`src/pcm_decoder_pkg.sv`:
```
package pcm_decoder_pkg;

  // ------------------------------------------------------------------------
  // Bus widths
  // ------------------------------------------------------------------------
  typedef logic [12:0] bus_addr_t;
  typedef logic [31:0] bus_data_t;
  typedef logic [3:0]  byte_en_t;

  // ------------------------------------------------------------------------
  // Mode codes
  // ------------------------------------------------------------------------
  typedef logic [1:0] code_mode_t;

  localparam code_mode_t CODE_NRZL = 2'd0;
  localparam code_mode_t CODE_NRZM = 2'd1;
  localparam code_mode_t CODE_NRZS = 2'd2;

  typedef logic [2:0] derand_mode_t;

  localparam derand_mode_t DERAND_OFF    = 3'd0;
  localparam derand_mode_t DERAND_RNRZ15 = 3'd1;
  localparam derand_mode_t DERAND_RNRZ9  = 3'd2;
  localparam derand_mode_t DERAND_RNRZ11 = 3'd3;
  localparam derand_mode_t DERAND_RNRZ17 = 3'd4;
  localparam derand_mode_t DERAND_RNRZ23 = 3'd5;

  // Long enough for the RNRZ23 taps
  localparam int DERAND_HIST_LEN = 23;

  // ------------------------------------------------------------------------
  // Control register
  // ------------------------------------------------------------------------
  localparam bus_addr_t DEC_CONTROL_ADDR = 13'd0;

  localparam int CTRL_CODE_MODE_LSB  = 0;
  localparam int CTRL_BIPHASE_BIT    = 2;
  localparam int CTRL_DERAND_LSB     = 4;
  localparam int CTRL_INVERT_BIT     = 8;
  localparam int CTRL_CLK_SEL_BIT    = 9;
  localparam int CTRL_CLK_PHASE_LSB  = 12;
  localparam int CTRL_INPUT_SEL_LSB  = 16;
  localparam int CTRL_FIFO_RESET_BIT = 24;

  // Defined fields only, everything else reads back as zero
  localparam bus_data_t CTRL_READ_MASK = 32'h0103_3377;

  typedef struct packed {
    code_mode_t   code_mode;
    logic         biphase;
    derand_mode_t derand_mode;
    logic         data_invert;
    logic         clock_select;
    logic [1:0]   clk_phase;
    logic [1:0]   input_select;
    logic         fifo_reset;
  } decoder_config_s;

  // One bit moving between data path stages
  typedef struct packed {
    logic strobe;
    logic value;
  } pcm_bit_s;

  typedef enum logic {
    FIRST_HALF  = 1'b0,
    SECOND_HALF = 1'b1
  } biphase_phase_e;

endpackage

```
`src/pcm_decoder_regs.sv`:
```
`timescale 1ns/100ps

module pcm_decoder_regs (
  input  logic                              clk,
  input  logic                              reset,
  input  logic                              cs,
  input  pcm_decoder_pkg::byte_en_t         wr,
  input  pcm_decoder_pkg::bus_addr_t        addr,
  input  pcm_decoder_pkg::bus_data_t        din,
  output pcm_decoder_pkg::bus_data_t        dout,
  output pcm_decoder_pkg::decoder_config_s  cfg
);

  import pcm_decoder_pkg::*;

  bus_data_t ctrl_q;
  bus_data_t ctrl_masked;
  logic      hit;

  assign hit = cs && (addr == DEC_CONTROL_ADDR);

  // ------------------------------------------------------------------------
  // Control word, one byte lane per strobe bit
  // ------------------------------------------------------------------------
  always_ff @(posedge clk or posedge reset) begin
    if (reset) begin
      ctrl_q <= '0;
    end else if (hit) begin
      for (int lane = 0; lane < $bits(byte_en_t); lane++) begin
        if (wr[lane]) begin
          ctrl_q[lane*8 +: 8] <= din[lane*8 +: 8];
        end
      end
    end
  end

  assign ctrl_masked = ctrl_q & CTRL_READ_MASK;

  // Readback is combinational
  assign dout = hit ? ctrl_masked : '0;

  // ------------------------------------------------------------------------
  // Field unpacking
  // ------------------------------------------------------------------------
  always_comb begin
    cfg.code_mode    = ctrl_q[CTRL_CODE_MODE_LSB +: $bits(code_mode_t)];
    cfg.biphase      = ctrl_q[CTRL_BIPHASE_BIT];
    cfg.derand_mode  = ctrl_q[CTRL_DERAND_LSB +: $bits(derand_mode_t)];
    cfg.data_invert  = ctrl_q[CTRL_INVERT_BIT];
    cfg.clock_select = ctrl_q[CTRL_CLK_SEL_BIT];
    cfg.clk_phase    = ctrl_q[CTRL_CLK_PHASE_LSB +: 2];
    cfg.input_select = ctrl_q[CTRL_INPUT_SEL_LSB +: 2];
    cfg.fifo_reset   = ctrl_q[CTRL_FIFO_RESET_BIT];
  end

endmodule

```
`src/biphase_to_nrz.sv`:
```
`timescale 1ns/100ps

module biphase_to_nrz (
  input  logic                       clk,
  input  logic                       reset,
  input  logic                       symb_clk_en,
  input  logic                       biphase,
  input  logic                       symb,
  output pcm_decoder_pkg::pcm_bit_s  nrz_bit,
  output logic                       bit_tick
);

  import pcm_decoder_pkg::*;

  biphase_phase_e phase_q;
  logic           half_q;
  logic           strobe_q;
  logic           value_q;

  // A symbol is complete on every strobe in NRZ mode, on the second half in biphase
  assign bit_tick = symb_clk_en && (!biphase || (phase_q == SECOND_HALF));

  // ------------------------------------------------------------------------
  // Half-bit phase tracking
  // ------------------------------------------------------------------------
  always_ff @(posedge clk or posedge reset) begin
    if (reset) begin
      phase_q <= FIRST_HALF;
    end else if (!biphase) begin
      phase_q <= FIRST_HALF;
    end else if (symb_clk_en) begin
      phase_q <= (phase_q == FIRST_HALF) ? SECOND_HALF : FIRST_HALF;
    end
  end

  // First half of biphase-L carries the data level
  always_ff @(posedge clk) begin
    if (symb_clk_en && biphase && (phase_q == FIRST_HALF)) begin
      half_q <= symb;
    end
  end

  // ------------------------------------------------------------------------
  // Output bit
  // ------------------------------------------------------------------------
  always_ff @(posedge clk or posedge reset) begin
    if (reset) begin
      strobe_q <= 1'b0;
      value_q  <= 1'b0;
    end else begin
      strobe_q <= bit_tick;
      if (bit_tick) begin
        value_q <= biphase ? half_q : symb;
      end
    end
  end

  assign nrz_bit.strobe = strobe_q;
  assign nrz_bit.value  = value_q;

endmodule

```
`src/mark_space_decode.sv`:
```
`timescale 1ns/100ps

module mark_space_decode (
  input  logic                        clk,
  input  logic                        reset,
  input  pcm_decoder_pkg::code_mode_t code_mode,
  input  pcm_decoder_pkg::pcm_bit_s   in_bit,
  output pcm_decoder_pkg::pcm_bit_s   out_bit
);

  import pcm_decoder_pkg::*;

  logic prev_q;
  logic strobe_q;
  logic value_q;
  logic decoded;

  // Mark codes a one as a transition, space codes a zero as one
  always_comb begin
    case (code_mode)
      CODE_NRZM: decoded = in_bit.value ^ prev_q;
      CODE_NRZS: decoded = ~(in_bit.value ^ prev_q);
      default:   decoded = in_bit.value;
    endcase
  end

  always_ff @(posedge clk or posedge reset) begin
    if (reset) begin
      prev_q   <= 1'b0;
      strobe_q <= 1'b0;
      value_q  <= 1'b0;
    end else begin
      strobe_q <= in_bit.strobe;
      if (in_bit.strobe) begin
        prev_q  <= in_bit.value;
        value_q <= decoded;
      end
    end
  end

  assign out_bit.strobe = strobe_q;
  assign out_bit.value  = value_q;

endmodule

```
`src/derandomizer.sv`:
```
`timescale 1ns/100ps

module derandomizer (
  input  logic                          clk,
  input  logic                          reset,
  input  logic                          data_invert,
  input  pcm_decoder_pkg::derand_mode_t derand_mode,
  input  pcm_decoder_pkg::pcm_bit_s     in_bit,
  output pcm_decoder_pkg::pcm_bit_s     out_bit
);

  import pcm_decoder_pkg::*;

  localparam int IDX_W = $clog2(DERAND_HIST_LEN);

  logic [DERAND_HIST_LEN-1:0] hist_q;
  logic [IDX_W-1:0]           tap_a;
  logic [IDX_W-1:0]           tap_b;
  logic                       descrambled;
  logic                       strobe_q;
  logic                       value_q;

  // ------------------------------------------------------------------------
  // Tap selection, index 0 is the newest stored bit
  // ------------------------------------------------------------------------
  always_comb begin
    case (derand_mode)
      DERAND_RNRZ9: begin
        tap_a = IDX_W'(8);
        tap_b = IDX_W'(4);
      end
      DERAND_RNRZ11: begin
        tap_a = IDX_W'(10);
        tap_b = IDX_W'(8);
      end
      DERAND_RNRZ17: begin
        tap_a = IDX_W'(16);
        tap_b = IDX_W'(13);
      end
      DERAND_RNRZ23: begin
        tap_a = IDX_W'(22);
        tap_b = IDX_W'(17);
      end
      // RNRZ15 and the unused codes
      default: begin
        tap_a = IDX_W'(14);
        tap_b = IDX_W'(13);
      end
    endcase
  end

  always_comb begin
    if (derand_mode == DERAND_OFF) begin
      descrambled = in_bit.value;
    end else begin
      descrambled = in_bit.value ^ hist_q[tap_a] ^ hist_q[tap_b];
    end
  end

  // ------------------------------------------------------------------------
  // History and output polarity
  // ------------------------------------------------------------------------
  always_ff @(posedge clk or posedge reset) begin
    if (reset) begin
      hist_q   <= '0;
      strobe_q <= 1'b0;
      value_q  <= 1'b0;
    end else begin
      strobe_q <= in_bit.strobe;
      if (in_bit.strobe) begin
        // Self-synchronizing, so the scrambled input feeds the history
        hist_q  <= {hist_q[DERAND_HIST_LEN-2:0], in_bit.value};
        value_q <= descrambled ^ data_invert;
      end
    end
  end

  assign out_bit.strobe = strobe_q;
  assign out_bit.value  = value_q;

endmodule

```
`src/symbol_clock_gen.sv`:
```
`timescale 1ns/100ps

module symbol_clock_gen (
  input  logic clk,
  input  logic reset,
  input  logic symb_clk_en,
  input  logic symb_clk_2x_en,
  input  logic bit_tick,
  input  logic biphase,
  input  logic clock_select,
  output logic clk_en_out,
  output logic symb_clk
);

  logic symbol_clk_q;
  logic clk_set;
  logic clk_toggle;

  // ------------------------------------------------------------------------
  // Output clock enable
  // ------------------------------------------------------------------------
  always_comb begin
    if (biphase) begin
      clk_en_out = bit_tick;
    end else if (clock_select) begin
      clk_en_out = symb_clk_en;
    end else begin
      clk_en_out = symb_clk_2x_en;
    end
  end

  // ------------------------------------------------------------------------
  // Symbol clock
  // ------------------------------------------------------------------------

  // Set on the bit boundary, toggle at the half bit
  assign clk_set    = biphase ? bit_tick : symb_clk_en;
  assign clk_toggle = biphase ? symb_clk_en : symb_clk_2x_en;

  always_ff @(posedge clk or posedge reset) begin
    if (reset) begin
      symbol_clk_q <= 1'b0;
    end else if (clk_set) begin
      symbol_clk_q <= 1'b1;
    end else if (clk_toggle) begin
      symbol_clk_q <= ~symbol_clk_q;
    end
  end

  assign symb_clk = clock_select ? symbol_clk_q : symb_clk_2x_en;

endmodule

```
`src/pcm_decoder.sv`:
```
`timescale 1ns/100ps

module pcm_decoder (
  input  logic                       clk,
  input  logic                       reset,
  input  logic                       cs,
  input  pcm_decoder_pkg::byte_en_t  wr,
  input  pcm_decoder_pkg::bus_addr_t addr,
  input  pcm_decoder_pkg::bus_data_t din,
  output pcm_decoder_pkg::bus_data_t dout,
  input  logic                       symb_clk_en,
  input  logic                       symb_clk_2x_en,
  input  logic                       symb,
  output logic                       data_out,
  output logic                       data_en,
  output logic                       clk_en_out,
  output logic                       symb_clk,
  output logic                       fifo_reset,
  output logic [1:0]                 clk_phase,
  output logic [1:0]                 input_select
);

  import pcm_decoder_pkg::*;

  decoder_config_s cfg;
  pcm_bit_s        nrz_bit;
  pcm_bit_s        dec_bit;
  pcm_bit_s        out_bit;
  logic            bit_tick;

  // ------------------------------------------------------------------------
  // Configuration
  // ------------------------------------------------------------------------
  pcm_decoder_regs u_regs (
    .clk   (clk),
    .reset (reset),
    .cs    (cs),
    .wr    (wr),
    .addr  (addr),
    .din   (din),
    .dout  (dout),
    .cfg   (cfg)
  );

  // Passed straight through for the front end and output FIFO
  assign fifo_reset   = cfg.fifo_reset;
  assign clk_phase    = cfg.clk_phase;
  assign input_select = cfg.input_select;

  // ------------------------------------------------------------------------
  // Data path, one register per stage
  // ------------------------------------------------------------------------
  biphase_to_nrz u_biphase (
    .clk         (clk),
    .reset       (reset),
    .symb_clk_en (symb_clk_en),
    .biphase     (cfg.biphase),
    .symb        (symb),
    .nrz_bit     (nrz_bit),
    .bit_tick    (bit_tick)
  );

  mark_space_decode u_mark_space (
    .clk       (clk),
    .reset     (reset),
    .code_mode (cfg.code_mode),
    .in_bit    (nrz_bit),
    .out_bit   (dec_bit)
  );

  derandomizer u_derand (
    .clk         (clk),
    .reset       (reset),
    .data_invert (cfg.data_invert),
    .derand_mode (cfg.derand_mode),
    .in_bit      (dec_bit),
    .out_bit     (out_bit)
  );

  assign data_out = out_bit.value;
  assign data_en  = out_bit.strobe;

  // ------------------------------------------------------------------------
  // Output clocking
  // ------------------------------------------------------------------------
  symbol_clock_gen u_clock_gen (
    .clk            (clk),
    .reset          (reset),
    .symb_clk_en    (symb_clk_en),
    .symb_clk_2x_en (symb_clk_2x_en),
    .bit_tick       (bit_tick),
    .biphase        (cfg.biphase),
    .clock_select   (cfg.clock_select),
    .clk_en_out     (clk_en_out),
    .symb_clk       (symb_clk)
  );

endmodule

```
`config.mk`:
```
export PLATFORM = sky130hd
export DESIGN_NAME = pcm_decoder
export DESIGN_NICKNAME = d
export VERILOG_FILES = /design/src/pcm_decoder_pkg.sv /design/src/pcm_decoder_regs.sv /design/src/biphase_to_nrz.sv /design/src/mark_space_decode.sv /design/src/derandomizer.sv /design/src/symbol_clock_gen.sv /design/src/pcm_decoder.sv
export SDC_FILE = /design/constraint.sdc
export NUM_CORES = 1
export LEC_CHECK = 0
export BUFFER_PORTS_ARGS = -buffer_cell sky130_fd_sc_hd__buf_2
export CAP_MARGIN = 15
export CORE_MARGIN = 2
export CORE_UTILIZATION = 40
export CTS_CLUSTER_SIZE = 8
export DETAILED_ROUTE_END_ITERATION = 10
export PLACE_DENSITY = 0.73
export SYNTH_ARGS = -nofsm -noshare
export SYNTH_HDL_FRONTEND = slang
export SYNTH_HIERARCHICAL = 1
export SYNTH_SLANG_ARGS = --single-unit
```
`constraint.sdc`:
```
create_clock -name clk -period 6.55 [get_ports clk]
set_input_delay 1.31 -clock clk [delete_from_list [all_inputs] [get_ports clk]]
set_output_delay 1.31 -clock clk [all_outputs]
set_load 0.02 [all_outputs]
```
Word-level counts from Yosys, hierarchy flattened
Index checks and enable logic that the tools add are counted.
{"block": "classes", "order_cmp": 2, "n_eq_ne": 7, "mux": 20, "bitwise_logic": 7, "n_reduce_logical": 13}
{"cell": "$mux 25", "n": 1}
{"cell": "$pmux 5 s4", "n": 1}
{"cell": "$pmux 5 s3", "n": 1}
{"cell": "$mux 1", "n": 14}
{"cell": "$logic_not 13->1", "n": 1}
{"cell": "$lt 5x6->1 const B", "n": 2}
{"cell": "$bmux 1 s5", "n": 2}
{"cell": "$reduce_and 2->1", "n": 4}
{"cell": "$eq 3x2->1 const B", "n": 2}
{"cell": "$eq 3x3->1 const B", "n": 2}
{"cell": "$logic_and 1x1->1", "n": 4}
{"cell": "$xor 1x1->1", "n": 4}
{"cell": "$logic_not 3->1", "n": 1}
{"cell": "$not 1->1", "n": 3}
{"cell": "$eq 2x1->1 const B", "n": 1}
{"cell": "$eq 2x2->1 const B", "n": 1}
{"cell": "$ne 2x2->1 const B", "n": 1}
{"cell": "$pmux 1 s2", "n": 1}
{"cell": "$reduce_bool 2->1", "n": 1}
{"cell": "$logic_not 1->1", "n": 1}
{"cell": "$logic_or 1x1->1", "n": 1}
{"block": "word_totals", "reg_bits": 49, "in_bits": 55, "output_inout_bits": 41, "wordCells": 64}

Logic depth before layout (Yosys ltp)
{"block": "logic_depth", "ltp_word": 8, "mapped_depth": 7, "mapped_depth_nobuf": 6}

Cells and area by module
Netlist, hierarchy kept.
{"mod": "derandomizer", "instances": 1, "cells_each": 80, "area_per_inst_um2": 1104.8, "seq_area_each_um2": 625.6}
{"mod": "pcm_decoder_regs", "instances": 1, "cells_each": 74, "area_per_inst_um2": 860.8, "seq_area_each_um2": 325.3}
{"mod": "biphase_to_nrz", "instances": 1, "cells_each": 16, "area_per_inst_um2": 188.9, "seq_area_each_um2": 105.1}
{"mod": "mark_space_decode", "instances": 1, "cells_each": 17, "area_per_inst_um2": 180.2, "seq_area_each_um2": 75.1}
{"mod": "symbol_clock_gen", "instances": 1, "cells_each": 13, "area_per_inst_um2": 107.6, "seq_area_each_um2": 25.0}

Worst setup path after synthesis
Ideal clock, no wire load.
{"block": "synth_path", "kind": "input to output", "startpoint": "input addr[12]", "endpoint": "output dout[0]", "t_arrival_ns": 2.697, "slack_ns": 2.543, "path_stages": 4, "path_buffers": 1, "path_cell_list": "or4b_4 -> nor4b_4 -> clkbuf_1 -> and2_1"}
{"block": "synth_via", "elab_chain_len": 3}
{"item": "from (decl)", "line": "pcm_decoder.sv:8", "rtl": "input pcm_decoder_pkg::bus_addr_t addr,"}
{"item": "$logic_not 13->1", "line": "pcm_decoder_regs.sv:20", "rtl": "assign hit = cs && (addr == DEC_CONTROL_ADDR);"}
{"item": "$logic_and 1x1->1", "line": "pcm_decoder_regs.sv:20"}
{"item": "$mux 25", "line": "pcm_decoder_regs.sv:40", "rtl": "assign dout = hit ? ctrl_masked : '0;"}
{"item": "to (decl)", "line": "pcm_decoder.sv:10", "rtl": "output pcm_decoder_pkg::bus_data_t dout,"}
No other way between the ends.

Final worst setup path
Same ends and word-level chain as after synthesis.

==> metrics.csv <==
stage,metric,value,unit
floorplanning,dieHeight,82.1,um
global_routing,antenna_found_initial,0,
yosys,netlist_instances,200,
clock_tree,clock_latency,0.29,ns
setup_path,critical-path-slowest-cell,nor4b_4,
setup_path,critPathArrivalTime,3.00,ns
timing,relSlewSlack,33.8,%
power_and_ir_drop,ir_drop,119,uV
cells_and_area,syn_to_final_growth,14.1,%
worst_hold_path,worstHoldStart,u_biphase/strobe_q,
cells_and_area,final_cell_mix,"buf_2 (57), dfrtp_1 (45), mux2_1 (25), conb_1 (19), and2_1 (14)",
floorplanning,io_pins,96,
yosys,async_reset_ff_share,97.8,%
setup_path,r2r_start,u_regs/ctrl_q[4],
setup_path,reg2reg_setup_slack,4.71,ns
timing,setup_violations,0,
timing,period_share,65.7,%
floorplanning,core-area,5920,um^2
cells_and_area,diodes,0,
place,gp_congestion,0.685,
timing,rsz0062_at_grt,false,
floorplanning,die_w,82.1,um
floorplanning,rows,28,
setup_path,reg2regPathDepth,6,
setup_path,cp_common_cell,buf_2,
timing,hold_violations,0,
clock_tree,clk_pin_slew_worst_paths,0.08,ns
routing,avgViaCountPerCell,4.78,
timing,drv_slew,0,
routing,drc,0,
cells_and_area,drive_gt1_share,36.5,%
yosys,syn_avg_cell_area,12.2,um^2
place,dpl.hpwl,3110,um
cells_and_area,layout_commonest_cell,buf_2,
setup_path,crit_end,dout[0],
timing,fin_skew,0.00240,ns
setup_path,crit_family,simple AND/OR/NAND/NOR gates,
floorplanning,die_area,6750,um^2
clock_tree,htreeDepth,2,
routing,drt_first_pass_iters,3,
setup_path,cp.required,5.24,ns
clock_tree,cts_hold_buffers,0,
global_routing,grt_usage,13.0,%
clock_tree,cts_setup_buffers,0,
yosys,ys_ff_latch,46,
setup_path,path_buf_inv,2,
floorplanning,initial_core_util,41.3,%
place,portBuffers,57,
routing,first_iter_violations,62,
setup_path,r2r-end,u_derand/value_q,
power_and_ir_drop,power.total,0.723,mW
clock_tree,clock-sinks,46,
setup_path,start_kind,input pin,
global_routing,first_global_vias,1553,
cells_and_area,nNetsFinal,309,
global_routing,grt_pass1_wl,6750,um
routing,final_antenna_net_count,0,
outcome,outcome,"complete, no violations",
setup_path,path_cells,buf_2 > or4b_4 > nor4b_4 > and2_1 > buf_2,
yosys,yosys_most_used_dff,dfrtp_1,
clock_tree,cts_resized,0,
power_and_ir_drop,leakage,1.36,nW
global_routing,overflow,0,
clock_tree,tritoncts,done,
setup_path,max_stage_delay,0.61,ns
timing,tns,0,ns
power_and_ir_drop,p_per_area,259,nW/um^2
yosys,synth_edf_count,1,
yosys,synth_area,2440,um^2
timing,hold_ws,0.447,ns
setup_path,path_depth,5,
setup_path,critPathLaunch,addr[12],
worst_hold_path,min_path_cells,0,
yosys,ys_types,43,
flow_run,drv_cap,0,
setup_path,crit_fanout,13,
worst_hold_path,min_path_type,reg2reg,
yosys,synth_warnings,6,
timing,worst_pin_slew,0.994,ns
timing,period_needed,4.31,ns
clock_tree,clockBufferDepth,2,
clock_tree,root_buffer,clkbuf_8,
global_routing,grt_max_degree,28,
setup_path,timing.critical_path.to_type,output port,
yosys,synth_seq_area_share,47.3,%
routing,post_drt_wl_per_cell,12.2,um
setup_path,crit_type,in2out,
routing,totalWireLength,3990,um
routing,via_count,1564,
timing,fmax,0.232,GHz
clock_tree,numCtsBuffers,5,
metrics by stage:
stage	instance area, um^2	setup WS, ns	instances	utilization, %
after CTS	2790	2.19	327	47.1
after detailed placement	2680	2.19	320	45.2
after global placement	2680	2.22	320	45.2
after global routing	2790	2.15	327	47.1
after floorplan	2510	2.54	218	-
final	2790	2.24	327	47.1
state kept, by name, indices dropped and copies added, names as in the netlist:
signal and cells:
u_mark_space/prev_q 1, u_clock_gen/symbol_clk_q 1, u_mark_space/strobe_q 1, u_mark_space/value_q 1
u_biphase/half_q 1, u_biphase/strobe_q 1, u_regs/ctrl_q 13, u_biphase/phase_q 1
u_derand/hist_q 23, u_biphase/value_q 1, u_derand/strobe_q 1, u_derand/value_q 1
kinds of logic (layout without fill, tap and decap cells):
| kind of cell | count (synthesis) | count (layout) | synth area share, % |
|---|---|---|---|
| AOI/OAI and AO/OA | 15 | 15 | 4.97 |
| adders and majority gates | 2 | 2 | 1.02 |
| other | 1 | 19 | 0.154 |
| xor gates and xnor gates | 3 | 3 | 1.08 |
| and+or+nand+nor | 52 | 52 | 15.9 |
| muxes | 42 | 42 | 19.4 |
| buffers and inverters | 39 | 73 | 10.1 |
| DFF | 46 | 46 | 47.3 |
layer usage:
metal	track usage [%]	vias up	part of all wire (%)
li1	-	759	-
met1	15.2	743	42
met2	22.8	55	49
met3	3.80	7	7.6
met4	4.50	0	1.4
met5	0	-	0
cell type report:
cell class	count	area [um^2]
fill	542	3130
inverter	9	33.8
sequential	46	1160
multi-input combinational	133	1110
clock inverter	1	30.0
tap	75	93.8
clock buffer	6	82.6
timing repair buffer	57	285
worst min path at each step:
stage                                  endpoint
after floorplan               u_derand/strobe_q
after global placement    u_mark_space/strobe_q
after detailed placement  u_mark_space/strobe_q
after CTS                 u_mark_space/strobe_q
after global routing      u_mark_space/strobe_q
final                     u_mark_space/strobe_q
synth_stat cells, types with 2 or more instances:
| cell type | n | area share, % |
|---|---|---|
| dfrtp_1 | 45 | 46 |
| buf_4 | 25 | 7.7 |
| mux2_1 | 25 | 12 |
| and2_1 | 14 | 3.6 |
| mux2_2 | 13 | 6.0 |
| inv_1 | 9 | 1.4 |
| nand2_1 | 5 | 0.77 |
| nand2b_1 | 5 | 1.3 |
| a21oi_1 | 4 | 0.82 |
| clkbuf_1 | 4 | 0.61 |
| nor2_1 | 4 | 0.61 |
| or3b_2 | 4 | 1.4 |
| mux2i_1 | 3 | 1.2 |
| nand3_1 | 3 | 0.61 |
| xor2_1 | 3 | 1.1 |
| ha_1 | 2 | 1.0 |
| nor2b_1 | 2 | 0.51 |
| nor4_1 | 2 | 0.51 |
| nor4_4 | 2 | 1.7 |
| o21ai_1 | 2 | 0.41 |
| or4_4 | 2 | 0.92 |
power by group:
part / switching, mW / total (mW) / internal (mW) / leakage (nW)
logic: 0.0523 / 0.118 / 0.0660 / 0.748
clock network: 0.0872 / 0.209 / 0.122 / 0.0573
registers: 0.0440 / 0.396 / 0.352 / 0.557
total: 0.184 / 0.723 / 0.540 / 1.36
Note: power is estimated with default switching activity, not from simulation.
